$ cat src/design/pet_pkg.sv
//------------------------------
// pet package
// shared types, state encodings, defaults and sprite codes
//------------------------------
`default_nettype none

package pet_pkg;

	// widths that carry a meaning
	typedef logic [3:0] stat_t;
	typedef logic [7:0] sprite_t;
	typedef logic [7:0] key_t;
	// phase 1..8, value 8 held as 0
	typedef logic [2:0] phase_t;

	typedef struct packed {
		stat_t health;
		stat_t fullness;
		stat_t affection;
	} pet_stats_t;

	typedef enum logic [3:0] {
		st_start,
		st_check,
		st_idle,
		st_feed,
		st_feed_reward,
		st_pet,
		st_pet_reward,
		st_upset,
		st_dead
	} pet_state_t;

	typedef enum logic {
		mood_happy,
		mood_sad
	} mood_t;

	typedef enum logic [2:0] {
		cmd_none,
		cmd_restore,
		cmd_decay,
		cmd_hurt,
		cmd_feed,
		cmd_pet
	} stat_cmd_t;

	// what the display side needs to know
	typedef struct packed {
		pet_state_t state;
		mood_t      mood;
		phase_t     phase;
	} pet_view_t;

	// ------------------------------
	// defaults for the top level parameters
	localparam int    DEF_DWELL_FRAMES  = 21;
	localparam stat_t DEF_START_LEVEL   = 4'd5;
	localparam stat_t DEF_CONTENT_LEVEL = 4'd5;
	localparam stat_t DEF_FULL_LIMIT    = 4'd9;
	localparam key_t  DEF_PET_KEY       = 8'h1a;
	localparam key_t  DEF_START_KEY     = 8'h16;

	// first and last idle phase
	localparam phase_t PHASE_FIRST = 3'd1;
	localparam phase_t PHASE_LAST  = 3'd0;

	// ------------------------------
	// sprite codes
	localparam sprite_t SPR_NEUTRAL    = 8'h00;
	localparam sprite_t SPR_SAD        = 8'h01;
	localparam sprite_t SPR_HAPPY_BASE = 8'ha0;
	localparam sprite_t SPR_SAD_BASE   = 8'hb0;
	localparam sprite_t SPR_FED        = 8'hc1;
	localparam sprite_t SPR_PETTED     = 8'hd1;

endpackage

`default_nettype wire

$ cat src/design/frame_timer.sv
//------------------------------
// frame timer
// counts frames since the last clear, flags the last frame of a dwell
//------------------------------
`timescale 1ns/1ps
`default_nettype none

module frame_timer #(
	parameter int DWELL_FRAMES = pet_pkg::DEF_DWELL_FRAMES
) (
	input  logic frame_clk,
	input  logic reset,
	input  logic clear,
	output logic expired
);

	// at least one bit even for a one-frame dwell
	localparam int CNT_W = (DWELL_FRAMES > 1) ? $clog2(DWELL_FRAMES) : 1;
	localparam logic [CNT_W-1:0] CNT_LAST = CNT_W'(DWELL_FRAMES - 1);

	logic [CNT_W-1:0] count;
	logic             last;

	assign last = (count == CNT_LAST);

	// last frame of the dwell
	assign expired = last;

	// wraps after the last frame so a parked state (dead) keeps it in range
	always_ff @(posedge frame_clk or posedge reset) begin
		if (reset)
			count <= '0;
		else if (clear || last)
			count <= '0;
		else
			count <= count + 1'b1;
	end

	// count stays inside one dwell window
	a_count_range: assert property (@(posedge frame_clk) disable iff (reset)
		int'(count) <= DWELL_FRAMES - 1);

endmodule

`default_nettype wire

$ cat src/design/stat_keeper.sv
//------------------------------
// stat keeper
// health, fullness and affection, saturating 0..15
//------------------------------
`timescale 1ns/1ps
`default_nettype none

module stat_keeper #(
	parameter pet_pkg::stat_t START_LEVEL = pet_pkg::DEF_START_LEVEL
) (
	input  logic                frame_clk,
	input  logic                reset,
	input  pet_pkg::stat_cmd_t  cmd,
	output pet_pkg::pet_stats_t stats
);

	import pet_pkg::*;

	// up by one, stuck at 15
	function automatic stat_t sat_inc(input stat_t s);
		return (s == '1) ? s : stat_t'(s + 4'd1);
	endfunction

	// down by one, stuck at 0
	function automatic stat_t sat_dec(input stat_t s);
		return (s == '0) ? s : stat_t'(s - 4'd1);
	endfunction

	// ------------------------------
	// command applied at the end of its single cycle
	always_ff @(posedge frame_clk or posedge reset) begin
		if (reset) begin
			stats.health    <= START_LEVEL;
			stats.fullness  <= START_LEVEL;
			stats.affection <= START_LEVEL;
		end else begin
			case (cmd)
				cmd_restore: begin
					stats.health    <= START_LEVEL;
					stats.fullness  <= START_LEVEL;
					stats.affection <= START_LEVEL;
				end
				// end of an idle round
				cmd_decay: begin
					stats.health   <= sat_dec(stats.health);
					stats.fullness <= sat_dec(stats.fullness);
				end
				cmd_hurt: stats.health <= sat_dec(stats.health);
				cmd_feed: begin
					stats.health   <= sat_inc(stats.health);
					stats.fullness <= sat_inc(stats.fullness);
				end
				cmd_pet: begin
					stats.health    <= sat_inc(stats.health);
					stats.affection <= sat_inc(stats.affection);
				end
				default: ;
			endcase
		end
	end

	// stats only move on a real command
	a_stats_hold: assert property (@(posedge frame_clk) disable iff (reset)
		(cmd == cmd_none) |=> $stable(stats));

endmodule

`default_nettype wire

$ cat src/design/pet_fsm.sv
//------------------------------
// pet mood machine
// idle phases, feed/pet/upset episodes, death and restart
//------------------------------
`timescale 1ns/1ps
`default_nettype none

module pet_fsm #(
	parameter pet_pkg::stat_t CONTENT_LEVEL = pet_pkg::DEF_CONTENT_LEVEL,
	parameter pet_pkg::stat_t FULL_LIMIT    = pet_pkg::DEF_FULL_LIMIT,
	parameter pet_pkg::key_t  PET_KEY       = pet_pkg::DEF_PET_KEY,
	parameter pet_pkg::key_t  START_KEY     = pet_pkg::DEF_START_KEY
) (
	input  logic                frame_clk,
	input  logic                reset,
	input  logic                eaten,
	input  logic                hurt,
	input  pet_pkg::key_t       key,
	input  pet_pkg::pet_stats_t stats,
	input  logic                expired,
	output logic                timer_clear,
	output pet_pkg::stat_cmd_t  cmd,
	output pet_pkg::pet_view_t  view
);

	import pet_pkg::*;

	pet_state_t state_q, state_d;
	mood_t      mood_q, mood_d;
	phase_t     phase_q, phase_d;
	stat_cmd_t  cmd_q, cmd_d;
	// a transition is taken this cycle (re-entry included)
	logic       advance;

	// key decode
	logic       pet_hit, start_hit;
	// interrupt request and where it leads
	logic       irq;
	pet_state_t irq_state;
	// stat checks
	logic       all_content, any_zero;

	assign pet_hit   = (key == PET_KEY);
	assign start_hit = (key == START_KEY);

	// priority eaten > pet key > hurt
	assign irq = eaten | pet_hit | hurt;
	assign irq_state = eaten ? st_feed : (pet_hit ? st_pet : st_upset);

	assign all_content = (stats.health >= CONTENT_LEVEL) &&
		(stats.fullness >= CONTENT_LEVEL) && (stats.affection >= CONTENT_LEVEL);
	assign any_zero = (stats.health == '0) || (stats.fullness == '0) ||
		(stats.affection == '0);

	// command carried into the first cycle of a state
	function automatic stat_cmd_t entry_cmd(input pet_state_t st, input phase_t ph);
		case (st)
			st_start:       return cmd_restore;
			st_idle:        return (ph == PHASE_LAST) ? cmd_decay : cmd_none;
			st_upset:       return cmd_hurt;
			st_feed_reward: return cmd_feed;
			st_pet_reward:  return cmd_pet;
			default:        return cmd_none;
		endcase
	endfunction

	// ------------------------------
	// next state
	always_comb begin
		state_d = state_q;
		mood_d  = mood_q;
		phase_d = phase_q;
		advance = 1'b0;
		case (state_q)
			st_start: begin
				state_d = st_check;
				advance = 1'b1;
			end
			// one cycle look at the stats
			st_check: begin
				advance = 1'b1;
				state_d = st_idle;
				phase_d = PHASE_FIRST;
				if (all_content)
					mood_d = mood_happy;
				else if (any_zero)
					state_d = st_dead;
				else
					mood_d = mood_sad;
			end
			st_idle: begin
				if (irq) begin
					state_d = irq_state;
					advance = 1'b1;
				end else if (expired) begin
					advance = 1'b1;
					// phase 8 done, back to check
					if (phase_q == PHASE_LAST)
						state_d = st_check;
					else
						phase_d = phase_t'(phase_q + 3'd1);
				end
			end
			// episodes that ignore interrupts
			st_feed: begin
				if (expired) begin
					advance = 1'b1;
					state_d = (stats.fullness <= FULL_LIMIT) ? st_feed_reward : st_upset;
				end
			end
			st_pet: begin
				if (expired) begin
					advance = 1'b1;
					state_d = (stats.affection <= FULL_LIMIT) ? st_pet_reward : st_upset;
				end
			end
			st_pet_reward: begin
				if (expired) begin
					advance = 1'b1;
					state_d = st_check;
				end
			end
			// these two take interrupts, hurt re-enters upset
			st_feed_reward, st_upset: begin
				if (irq) begin
					state_d = irq_state;
					advance = 1'b1;
				end else if (expired) begin
					state_d = st_check;
					advance = 1'b1;
				end
			end
			st_dead: begin
				if (start_hit) begin
					state_d = st_start;
					advance = 1'b1;
				end
			end
			default: begin
				state_d = st_start;
				advance = 1'b1;
			end
		endcase
		cmd_d = advance ? entry_cmd(state_d, phase_d) : cmd_none;
	end

	// ------------------------------
	// state, mood, phase and command registers
	always_ff @(posedge frame_clk or posedge reset) begin
		if (reset) begin
			state_q <= st_start;
			mood_q  <= mood_happy;
			phase_q <= PHASE_FIRST;
			cmd_q   <= cmd_none;
		end else begin
			state_q <= state_d;
			mood_q  <= mood_d;
			phase_q <= phase_d;
			cmd_q   <= cmd_d;
		end
	end

	assign timer_clear = advance;
	assign cmd         = cmd_q;
	assign view.state  = state_q;
	assign view.mood   = mood_q;
	assign view.phase  = phase_q;

	// every state or phase step restarted the dwell timer
	a_clear_on_change: assert property (@(posedge frame_clk) disable iff (reset)
		(view.state != $past(view.state) || view.phase != $past(view.phase))
		|-> $past(timer_clear));

endmodule

`default_nettype wire

$ cat src/design/sprite_select.sv
//------------------------------
// sprite select
// registered sprite code, one frame behind the view
//------------------------------
`timescale 1ns/1ps
`default_nettype none

module sprite_select (
	input  logic               frame_clk,
	input  logic               reset,
	input  pet_pkg::pet_view_t view,
	output pet_pkg::sprite_t   sprite
);

	import pet_pkg::*;

	sprite_t sprite_d;

	// idle frames, base + phase number 1..8
	function automatic sprite_t idle_code(input mood_t m, input phase_t ph);
		sprite_t num;
		num = (ph == PHASE_LAST) ? 8'd8 : {5'd0, ph};
		return ((m == mood_happy) ? SPR_HAPPY_BASE : SPR_SAD_BASE) + num;
	endfunction

	// sprite table
	always_comb begin
		case (view.state)
			st_idle:           sprite_d = idle_code(view.mood, view.phase);
			st_upset, st_dead: sprite_d = SPR_SAD;
			st_feed_reward:    sprite_d = SPR_FED;
			st_pet_reward:     sprite_d = SPR_PETTED;
			// start, check, feed, pet
			default:           sprite_d = SPR_NEUTRAL;
		endcase
	end

	always_ff @(posedge frame_clk or posedge reset) begin
		if (reset)
			sprite <= SPR_NEUTRAL;
		else
			sprite <= sprite_d;
	end

endmodule

`default_nettype wire

$ cat src/design/pet_game.sv
//------------------------------
// virtual pet top level
// timer, mood machine, stats and sprite output
//------------------------------
`timescale 1ns/1ps
`default_nettype none

module pet_game #(
	parameter int             DWELL_FRAMES  = pet_pkg::DEF_DWELL_FRAMES,
	parameter pet_pkg::stat_t START_LEVEL   = pet_pkg::DEF_START_LEVEL,
	parameter pet_pkg::stat_t CONTENT_LEVEL = pet_pkg::DEF_CONTENT_LEVEL,
	parameter pet_pkg::stat_t FULL_LIMIT    = pet_pkg::DEF_FULL_LIMIT,
	parameter pet_pkg::key_t  PET_KEY       = pet_pkg::DEF_PET_KEY,
	parameter pet_pkg::key_t  START_KEY     = pet_pkg::DEF_START_KEY
) (
	input  logic                frame_clk,
	input  logic                reset,
	input  logic                eaten,
	input  logic                hurt,
	input  pet_pkg::key_t       key,
	output pet_pkg::sprite_t    sprite,
	output pet_pkg::pet_stats_t stats
);

	import pet_pkg::*;

	logic      timer_clear;
	logic      expired;
	stat_cmd_t cmd;
	pet_view_t view;

	// dwell per state or phase
	frame_timer #(
		.DWELL_FRAMES(DWELL_FRAMES)
	) u_timer (
		.frame_clk(frame_clk),
		.reset    (reset),
		.clear    (timer_clear),
		.expired  (expired)
	);

	pet_fsm #(
		.CONTENT_LEVEL(CONTENT_LEVEL),
		.FULL_LIMIT   (FULL_LIMIT),
		.PET_KEY      (PET_KEY),
		.START_KEY    (START_KEY)
	) u_fsm (
		.frame_clk  (frame_clk),
		.reset      (reset),
		.eaten      (eaten),
		.hurt       (hurt),
		.key        (key),
		.stats      (stats),
		.expired    (expired),
		.timer_clear(timer_clear),
		.cmd        (cmd),
		.view       (view)
	);

	// stats feed back into the fsm and out
	stat_keeper #(
		.START_LEVEL(START_LEVEL)
	) u_stats (
		.frame_clk(frame_clk),
		.reset    (reset),
		.cmd      (cmd),
		.stats    (stats)
	);

	sprite_select u_sprite (
		.frame_clk(frame_clk),
		.reset    (reset),
		.view     (view),
		.sprite   (sprite)
	);

endmodule

`default_nettype wire

$ cat config.mk
export PLATFORM = sky130hd
export DESIGN_NAME = pet_game
export DESIGN_NICKNAME = d
export VERILOG_FILES = /design/src/design/pet_pkg.sv /design/src/design/frame_timer.sv /design/src/design/stat_keeper.sv /design/src/design/pet_fsm.sv /design/src/design/sprite_select.sv /design/src/design/pet_game.sv
export SDC_FILE = /design/constraint.sdc
export NUM_CORES = 1
export LEC_CHECK = 0
export ABC_AREA = 1
export BUFFER_PORTS_ARGS = -buffer_cell sky130_fd_sc_hd__buf_2
export CAP_MARGIN = 30
export CORE_MARGIN = 2
export CORE_UTILIZATION = 50
export CTS_BUF_LIST = sky130_fd_sc_hd__clkbuf_16
export DETAILED_ROUTE_END_ITERATION = 8
export GPL_ROUTABILITY_DRIVEN = 0
export PLACE_DENSITY_LB_ADDON = 0.08
export REMOVE_ABC_BUFFERS = 1
export SETUP_SLACK_MARGIN = 0.5
export SYNTH_ARGS = -nofsm -noshare
export SYNTH_HDL_FRONTEND = slang
export SYNTH_HIERARCHICAL = 1
export SYNTH_SLANG_ARGS = --single-unit
$ cat constraint.sdc
create_clock -name frame_clk -period 2.4 [get_ports frame_clk]
set_input_delay 0.24 -clock frame_clk [delete_from_list [all_inputs] [get_ports frame_clk]]
set_output_delay 0.24 -clock frame_clk [all_outputs]
set_load 0.1 [all_outputs]
# --- Yosys cells after proc, flatten, opt, wreduce, memory -nomap -nowiden ---
# Index checks and enable logic that the tools add are counted.
word_totals:
  ff_bits: 36
  latch_bits: 0
  mem_bits_rw: 0
  mem_bits_ro: 0
  inputBits: 12
  output_inout_bits: 20
  elab_cells: 118
  n_memories: 0
classes:
  n_addsub: 8
  n_mul: 0
  n_div: 0
  magnitude_cmp: 5
  n_eq_ne: 29
  shifts: 0
  n_mux: 40
  bitwise: 2
  n_reduce_logical: 25
ops:
  columns: ["operator", "count"]
  rows:
  - ["2-to-1 mux 4 bit", 17]
  - ["one-hot mux 4 bit (8 select lines)", 1]
  - ["one-hot mux 8 bit (4 select lines)", 1]
  - ["equality test 4 x 3 -> 1 bit (second input constant)", 7]
  - ["one-hot mux 4 bit (3 select lines)", 2]
  - ["zero test 4 bit", 5]
  - ["equality test 4 bit (second input constant)", 4]
  - ["equality test 8 x 5 -> 1 bit (second input constant)", 2]
  - ["one-hot mux 3 bit (5 select lines)", 1]
  - ["adder 4 x 1 -> 4 bit (second input constant)", 3]
  - ["equality test 4 x 2 -> 1 bit (second input constant)", 3]
  - [">= comparator 4 x 3 -> 1 bit (second input constant)", 3]
  - ["2-to-1 mux 3 bit", 4]
  - ["2-to-1 mux 5 bit", 2]
  - ["inequality test 2 bit (second input constant)", 5]
  - ["adder 8 bit", 1]
  - ["less-or-equal comparator 4 bit (second input constant)", 2]
  - ["one-hot mux 4 bit (2 select lines)", 1]
  - ["OR reduction 2 bit", 4]
  - ["subtractor 4 x 1 -> 4 bit (second input constant)", 2]
  - ["equality test 3 x 2 -> 1 bit (second input constant)", 2]
  - ["equality test 3 bit (second input constant)", 2]
  - ["zero test 3 bit", 2]
  - ["2-to-1 mux 1 bit", 6]
  - ["other kinds (17)", 27]

# --- Depth between registers and ports, before layout ---
logic_depth:
  ltp_word: 9
  mapped_depth: 17
  mapped_depth_nobuf: 17

# --- By module ---
# Netlist, hierarchy kept.
by_module_without_submodules:
  columns: ["module", "instances", "cells_per_inst", "area_each_um2", "seq_area_each_um2"]
  rows:
  - ["pet_fsm", 1, 166, 1031.0, 276.5]
  - ["stat_keeper", 1, 139, 980.9, 307.8]
  - ["sprite_select", 1, 37, 354.1, 200.2]
  - ["frame_timer", 1, 35, 270.3, 125.1]

# --- Least setup slack after synthesis ---
# Ideal clock, no wire load.
synth_timing:
  path_type: "reg-to-reg"
  startpoint: "reg u_stats/stats[5] (netlist name)"
  endpoint: "reg u_fsm.cmd_q[1] (netlist: u_fsm/cmd[1])"
  setup_time_ns: 0.117
  arrival_ns: 1.795
  required_time_ns: 2.283
  setup_slack_ns: 0.487
  stages_incl_launch_ff: 10
  n_path_buf: 0
  period_less_slack_ns: 1.913
  cell_sequence: "dfrtp_1 o21ai_0 nand2_1 nand2_1 nand2_1 o21ai_0 nand3_2 nor2_1 nand2_1 a21oi_2"
synth_lines:
  columns: ["element", "line", "rtl"]
  rows:
  - [">= comparator 4 x 3 -> 1 bit", "pet_fsm.sv:51", "(stats.fullness >= CONTENT_LEVEL) && (stats.affection >= CONTENT_LEVEL);"]
  - ["logical AND 1 bit", "pet_fsm.sv:50", "assign all_content = (stats.health >= CONTENT_LEVEL) &&"]
  - ["logical AND 1 bit", "pet_fsm.sv:51", null]
  - ["2-to-1 mux 4 bit", "pet_fsm.sv:84", "if (all_content)"]
  - ["one-hot mux 4 bit (8 select lines) (*)", "pet_fsm.sv:74", "case (state_q)"]
  - ["via u_fsm.state_d[0]", "pet_fsm.sv:28", "pet_state_t state_q, state_d;"]
  - ["equality test 4 x 3 -> 1 bit, or another cell as far along", "pet_fsm.sv:57", "case (st)"]
  - ["one-hot mux 3 bit (5 select lines) (*)", "pet_fsm.sv:57", null]
  - ["2-to-1 mux 3 bit (*)", "pet_fsm.sv:144", "cmd_d = advance ? entry_cmd(state_d, phase_d) : cmd_none;"]
  - ["via u_fsm.cmd_d[1]", "pet_fsm.sv:31", "stat_cmd_t cmd_q, cmd_d;"]
  - ["end signal: assignment", "pet_fsm.sv:154", "cmd_q <= cmd_none;"]
  - ["end signal: assignment", "pet_fsm.sv:159", "cmd_q <= cmd_d;"]
  - ["end: declaration", "pet_fsm.sv:31", null]
# Mark *: on every way through the listed nets, which the timed path passes. The rest lies on a longest branch.
# A chain may end at the register's enable or synchronous reset.

# --- Worst setup path in the final report ---
layout_timing:
  startpoint: "reg u_timer.count[1]"
  endpoint: "reg u_fsm.cmd_q[1] (netlist: u_fsm/cmd[1])"
layout_lines:
  columns: ["element", "line", "rtl"]
  rows:
  - ["start: declaration", "frame_timer.sv:21", "logic [CNT_W-1:0] count;"]
  - ["start signal: assignment", "frame_timer.sv:36", "count <= count + 1'b1;"]
  - ["equality test 5 bit (*)", "frame_timer.sv:24", "assign last = (count == CNT_LAST);"]
  - ["via expired", "pet_game.sv:28", "logic expired;"]
  - ["2-to-1 mux 4 bit, on equally long branches", "pet_fsm.sv:118, pet_fsm.sv:128, pet_fsm.sv:95", null]
  - ["2-to-1 mux 4 bit, on equally long branches", "pet_fsm.sv:125, pet_fsm.sv:92", null]
  - ["one-hot mux 4 bit (8 select lines) (*)", "pet_fsm.sv:74", null]
  - ["via u_fsm.state_d[0]", "pet_fsm.sv:28", null]
  - ["equality test 4 x 3 -> 1 bit, or another cell as far along", "pet_fsm.sv:57", null]
  - ["one-hot mux 3 bit (5 select lines) (*)", "pet_fsm.sv:57", null]
  - ["2-to-1 mux 3 bit (*)", "pet_fsm.sv:144", null]
  - ["via u_fsm.cmd_d[1]", "pet_fsm.sv:31", null]
# Marked as above.

==> run_results.csv <==
group,metric,value,unit
finish,antenna_cells,0,
die,fp.coreArea,0.00511,mm^2
die,die_h,76.6,um
timing,finalHoldViolations,0,
route,routed_wl,5710,um
setup_path,critPathMaxFanout,6,
timing,tns,0,ps
grt,grt_usage,20.7,%
setup_path,cp_data_arrival_time,2070,ps
setup_path,crit_top_cell,"nand2_1",
yosys,synth_flop_cell,"dfrtp_1",
setup_path,worstSetupStartpointType,"register",
finish,final_layout_size_suffix_gt1_share,30.8,%
route,drt_iter0_drc,126,
setup_path,crit_required,2570,ps
yosys,synth_edf_count,0,
run_status,status,"finished clean",
clocking,cts_tree,"built",
clocking,cts_made_buffers,5,
route,dr.pass1.iters,4,
yosys,synth_cell_types,37,
finish,finalNetCount,441,
die,num_rows,26,
die,die-area,0.00587,mm^2
timing,clock_skew,4.99,ps
yosys,async_reset_ff_share,100,%
finish,areaGrowthSynthToFinish,19.7,%
route,via_per_inst,4.93,
die,die_w,76.6,um
pwr,p_leak,1.78,nW
timing,max_slew_margin,66.9,%
route,wire_per_inst,11.6,um
grt,overflow,0,
setup_path,worstSetupEndpointType,"register",
pwr,pwr_density_cell,1480,mW/mm^2
clocking,path_clk_slew,60,ps
die,boundaryPins,32,
pwr,peakVddDrop,0.000899,V
setup_path,slowest_stage,"dfrtp_1",
grt,grt_pass1_vias,2155,
yosys,yosys.area.top_type_share,27.5,%
yosys,synth-seq-area-share,34.5,%
route,vias,2425,
timing,max_slew.worst_pin.slew,496,ps
setup_path,crit_type,"register to register",
setup_path,critPathBufInv,5,
finish,utilization,61.8,%
yosys,postSynthCellCount,377,
route,postRouteAntennaNets,0,
yosys,synth-seq-cells,36,
clocking,htree_levels,2,
grt,grt_antenna_before_repair,0,
timing,finalCriticalPeriod,1900,ps
timing,timing.fmax,526,MHz
route,drc_errors,0,
setup_path,cpLargestDelayFamily,"simple AND/OR/NAND/NOR gates",
grt,grt_pass1_wl,9890,um
clocking,clk_latency,280,ps
job,drv_cap,0,
yosys,synth_area,0.00264,mm^2
yosys,syn_avg_cell_area,6.99,um^2
place,dp_hpwl,4140,um
yosys,yosys_warnings,6,
yosys,synth_top_cell_by_area,"dfrtp_1",
die,initial_core_util,51.6,%
timing,drv_slew,0,
setup_path,cp_cell_sequence,"inv_1 > ha_2 > nand2_2 > inv_2 > nand2_4 > inv_4 > inv_4 > nor2_2 > o21ai_1 > nand2_1 > nand2_1 > o21ai_1 > nand3_2 > buf_4 > nand2_1 > a21oi_2",
setup_path,worst_path_largest_cell_delay,410,ps
yosys,synth_top_cells_by_area,"dfrtp_1, nand2_1, inv_1, dfstp_2, nand3_1",
clocking,cts_max_path_buffers,2,
clocking,cts_root_buf,"clkbuf_16",
hold_path,min_path_type,"primary input to register",
yosys,synthTopCellsByCount,"nand2_1, inv_1, nand3_1, nor2_1, dfrtp_1",
finish,n_fill_cell,478,
timing,min_period_over_period,79.1,%
clocking,clock_sinks,36,
grt,grt_start_max_net_pins,13,
yosys,yosysMostFrequentCell,"nand2_1",
place,port_buffers,31,
timing,setup_viol,0,
timing,rsz0062_at_grt,"yes",
-- where the power goes --
group          switching [mW]  internal [mW]
clock                   0.246          0.484
combinational            2.01          0.798
sequential              0.298          0.841
total                    2.55           2.12
-- layout make-up --
type,instances,area (um^2),area share [%]
multi-input cells,259,1450,46.1
flip-flops and latches,36,916,29.0
inverters,78,298,9.44
repair buffers,41,236,7.49
clock buffers,5,125,3.97
well taps,70,87.6,2.78
clock inverters,3,38.8,1.23
-- worst min-delay path: stages --
cell	delay, ps
buf_2	110
o21ai_2	90
nand2_4	70
-- cell usage in the layout, fill, tap and decap left out, types with 3 or more instances in the layout --
cell type and instances:
ha_1 7, nand2_2 12, inv_2 16, nand3_2 5, inv_1 61, nand2_1 95, buf_4 8, nor2_1 30
nand3_1 30, nand4_1 9, nor2_4 6, a21oi_1 3, clkbuf_16 5, buf_2 31, dfstp_2 7, dfrtp_1 24
nor2_2 12, o21ai_0 8, o21ai_1 10, dfrtp_2 5, nand2_4 7
-- state kept, by name, summed over array words and instances, names as in the netlist --
name,flops
u_fsm/state_q,4
u_sprite/sprite,8
u_timer/count,5
u_fsm/cmd,3
u_fsm/phase_q,3
u_fsm/mood_q,1
u_stats/stats,12
-- cells by family after synthesis --
| family | count (synthesis) | share of synthesized area (%) |
|---|---|---|
| AOI/OAI and AO/OA | 31 | 7.21 |
| DFF | 36 | 34.5 |
| adders and majority gates | 8 | 3.80 |
| buffers and inverters | 82 | 12.7 |
| xor gates and xnor gates | 4 | 1.33 |
| and+or+nand+nor | 216 | 40.5 |
-- layer usage --
metal / wire, um / track usage, % / vias to the layer above / share of wire [%]
li1: - / - / 1261 / -
met1: 2770 / 30.3 / 1098 / 48
met2: 2590 / 31.5 / 59 / 45
met3: 293 / 4.03 / 7 / 5.1
met4: 63 / 4.91 / 0 / 1.1
met5: 0 / 0 / - / 0
-- worst paths after layout --
path | to | cells after the start | slack, ps | from
worst max-delay path | u_fsm/cmd[1]$_DFF_PP0_ | 16 | 500 | u_timer/count[1]$_DFF_PP0_
worst min-delay path | u_fsm/state_q[1]$_DFF_PP0_ | 3 | 270 | eaten
worst max register to register | u_fsm/cmd[1]$_DFF_PP0_ | 16 | 500 | u_timer/count[1]$_DFF_PP0_
worst min register to register | u_fsm/mood_q$_DFFE_PP0P_ | 1 | 500 | u_fsm/mood_q$_DFFE_PP0P_
max in group asynchronous | u_stats/stats[6]$_DFFE_PP1P_ | 3 | 1480 | reset
min in group asynchronous | u_timer/count[0]$_DFF_PP0_ | 3 | 430 | reset
-- repair_timing --
action	CTS	global route
setup buffers	2	6
resized for setup	1	27
hold endpoints to repair	13	0
pin swaps	1	9
endpoints found under the setup margin	5	10
hold buffers	1	0
-- metrics by stage --
| stage | area, um^2 | setup WS [ps] | power [mW] | std cells | hold slack (ps) |
|---|---|---|---|---|---|
| after detailed placement | 2850 | 417 | 3.76 | 475 | 190 |
| final | 3160 | 500 | 4.68 | 492 | 273 |
| after floorplan | 2590 | 475 | 3.32 | 373 | 18.5 |
| after global placement | 2850 | 485 | 3.74 | 475 | 195 |
| after global routing | 3160 | 342 | 5.05 | 492 | 300 |
| after CTS | 3030 | 503 | 4.52 | 486 | 276 |
(Power assumes the default switching activity.)
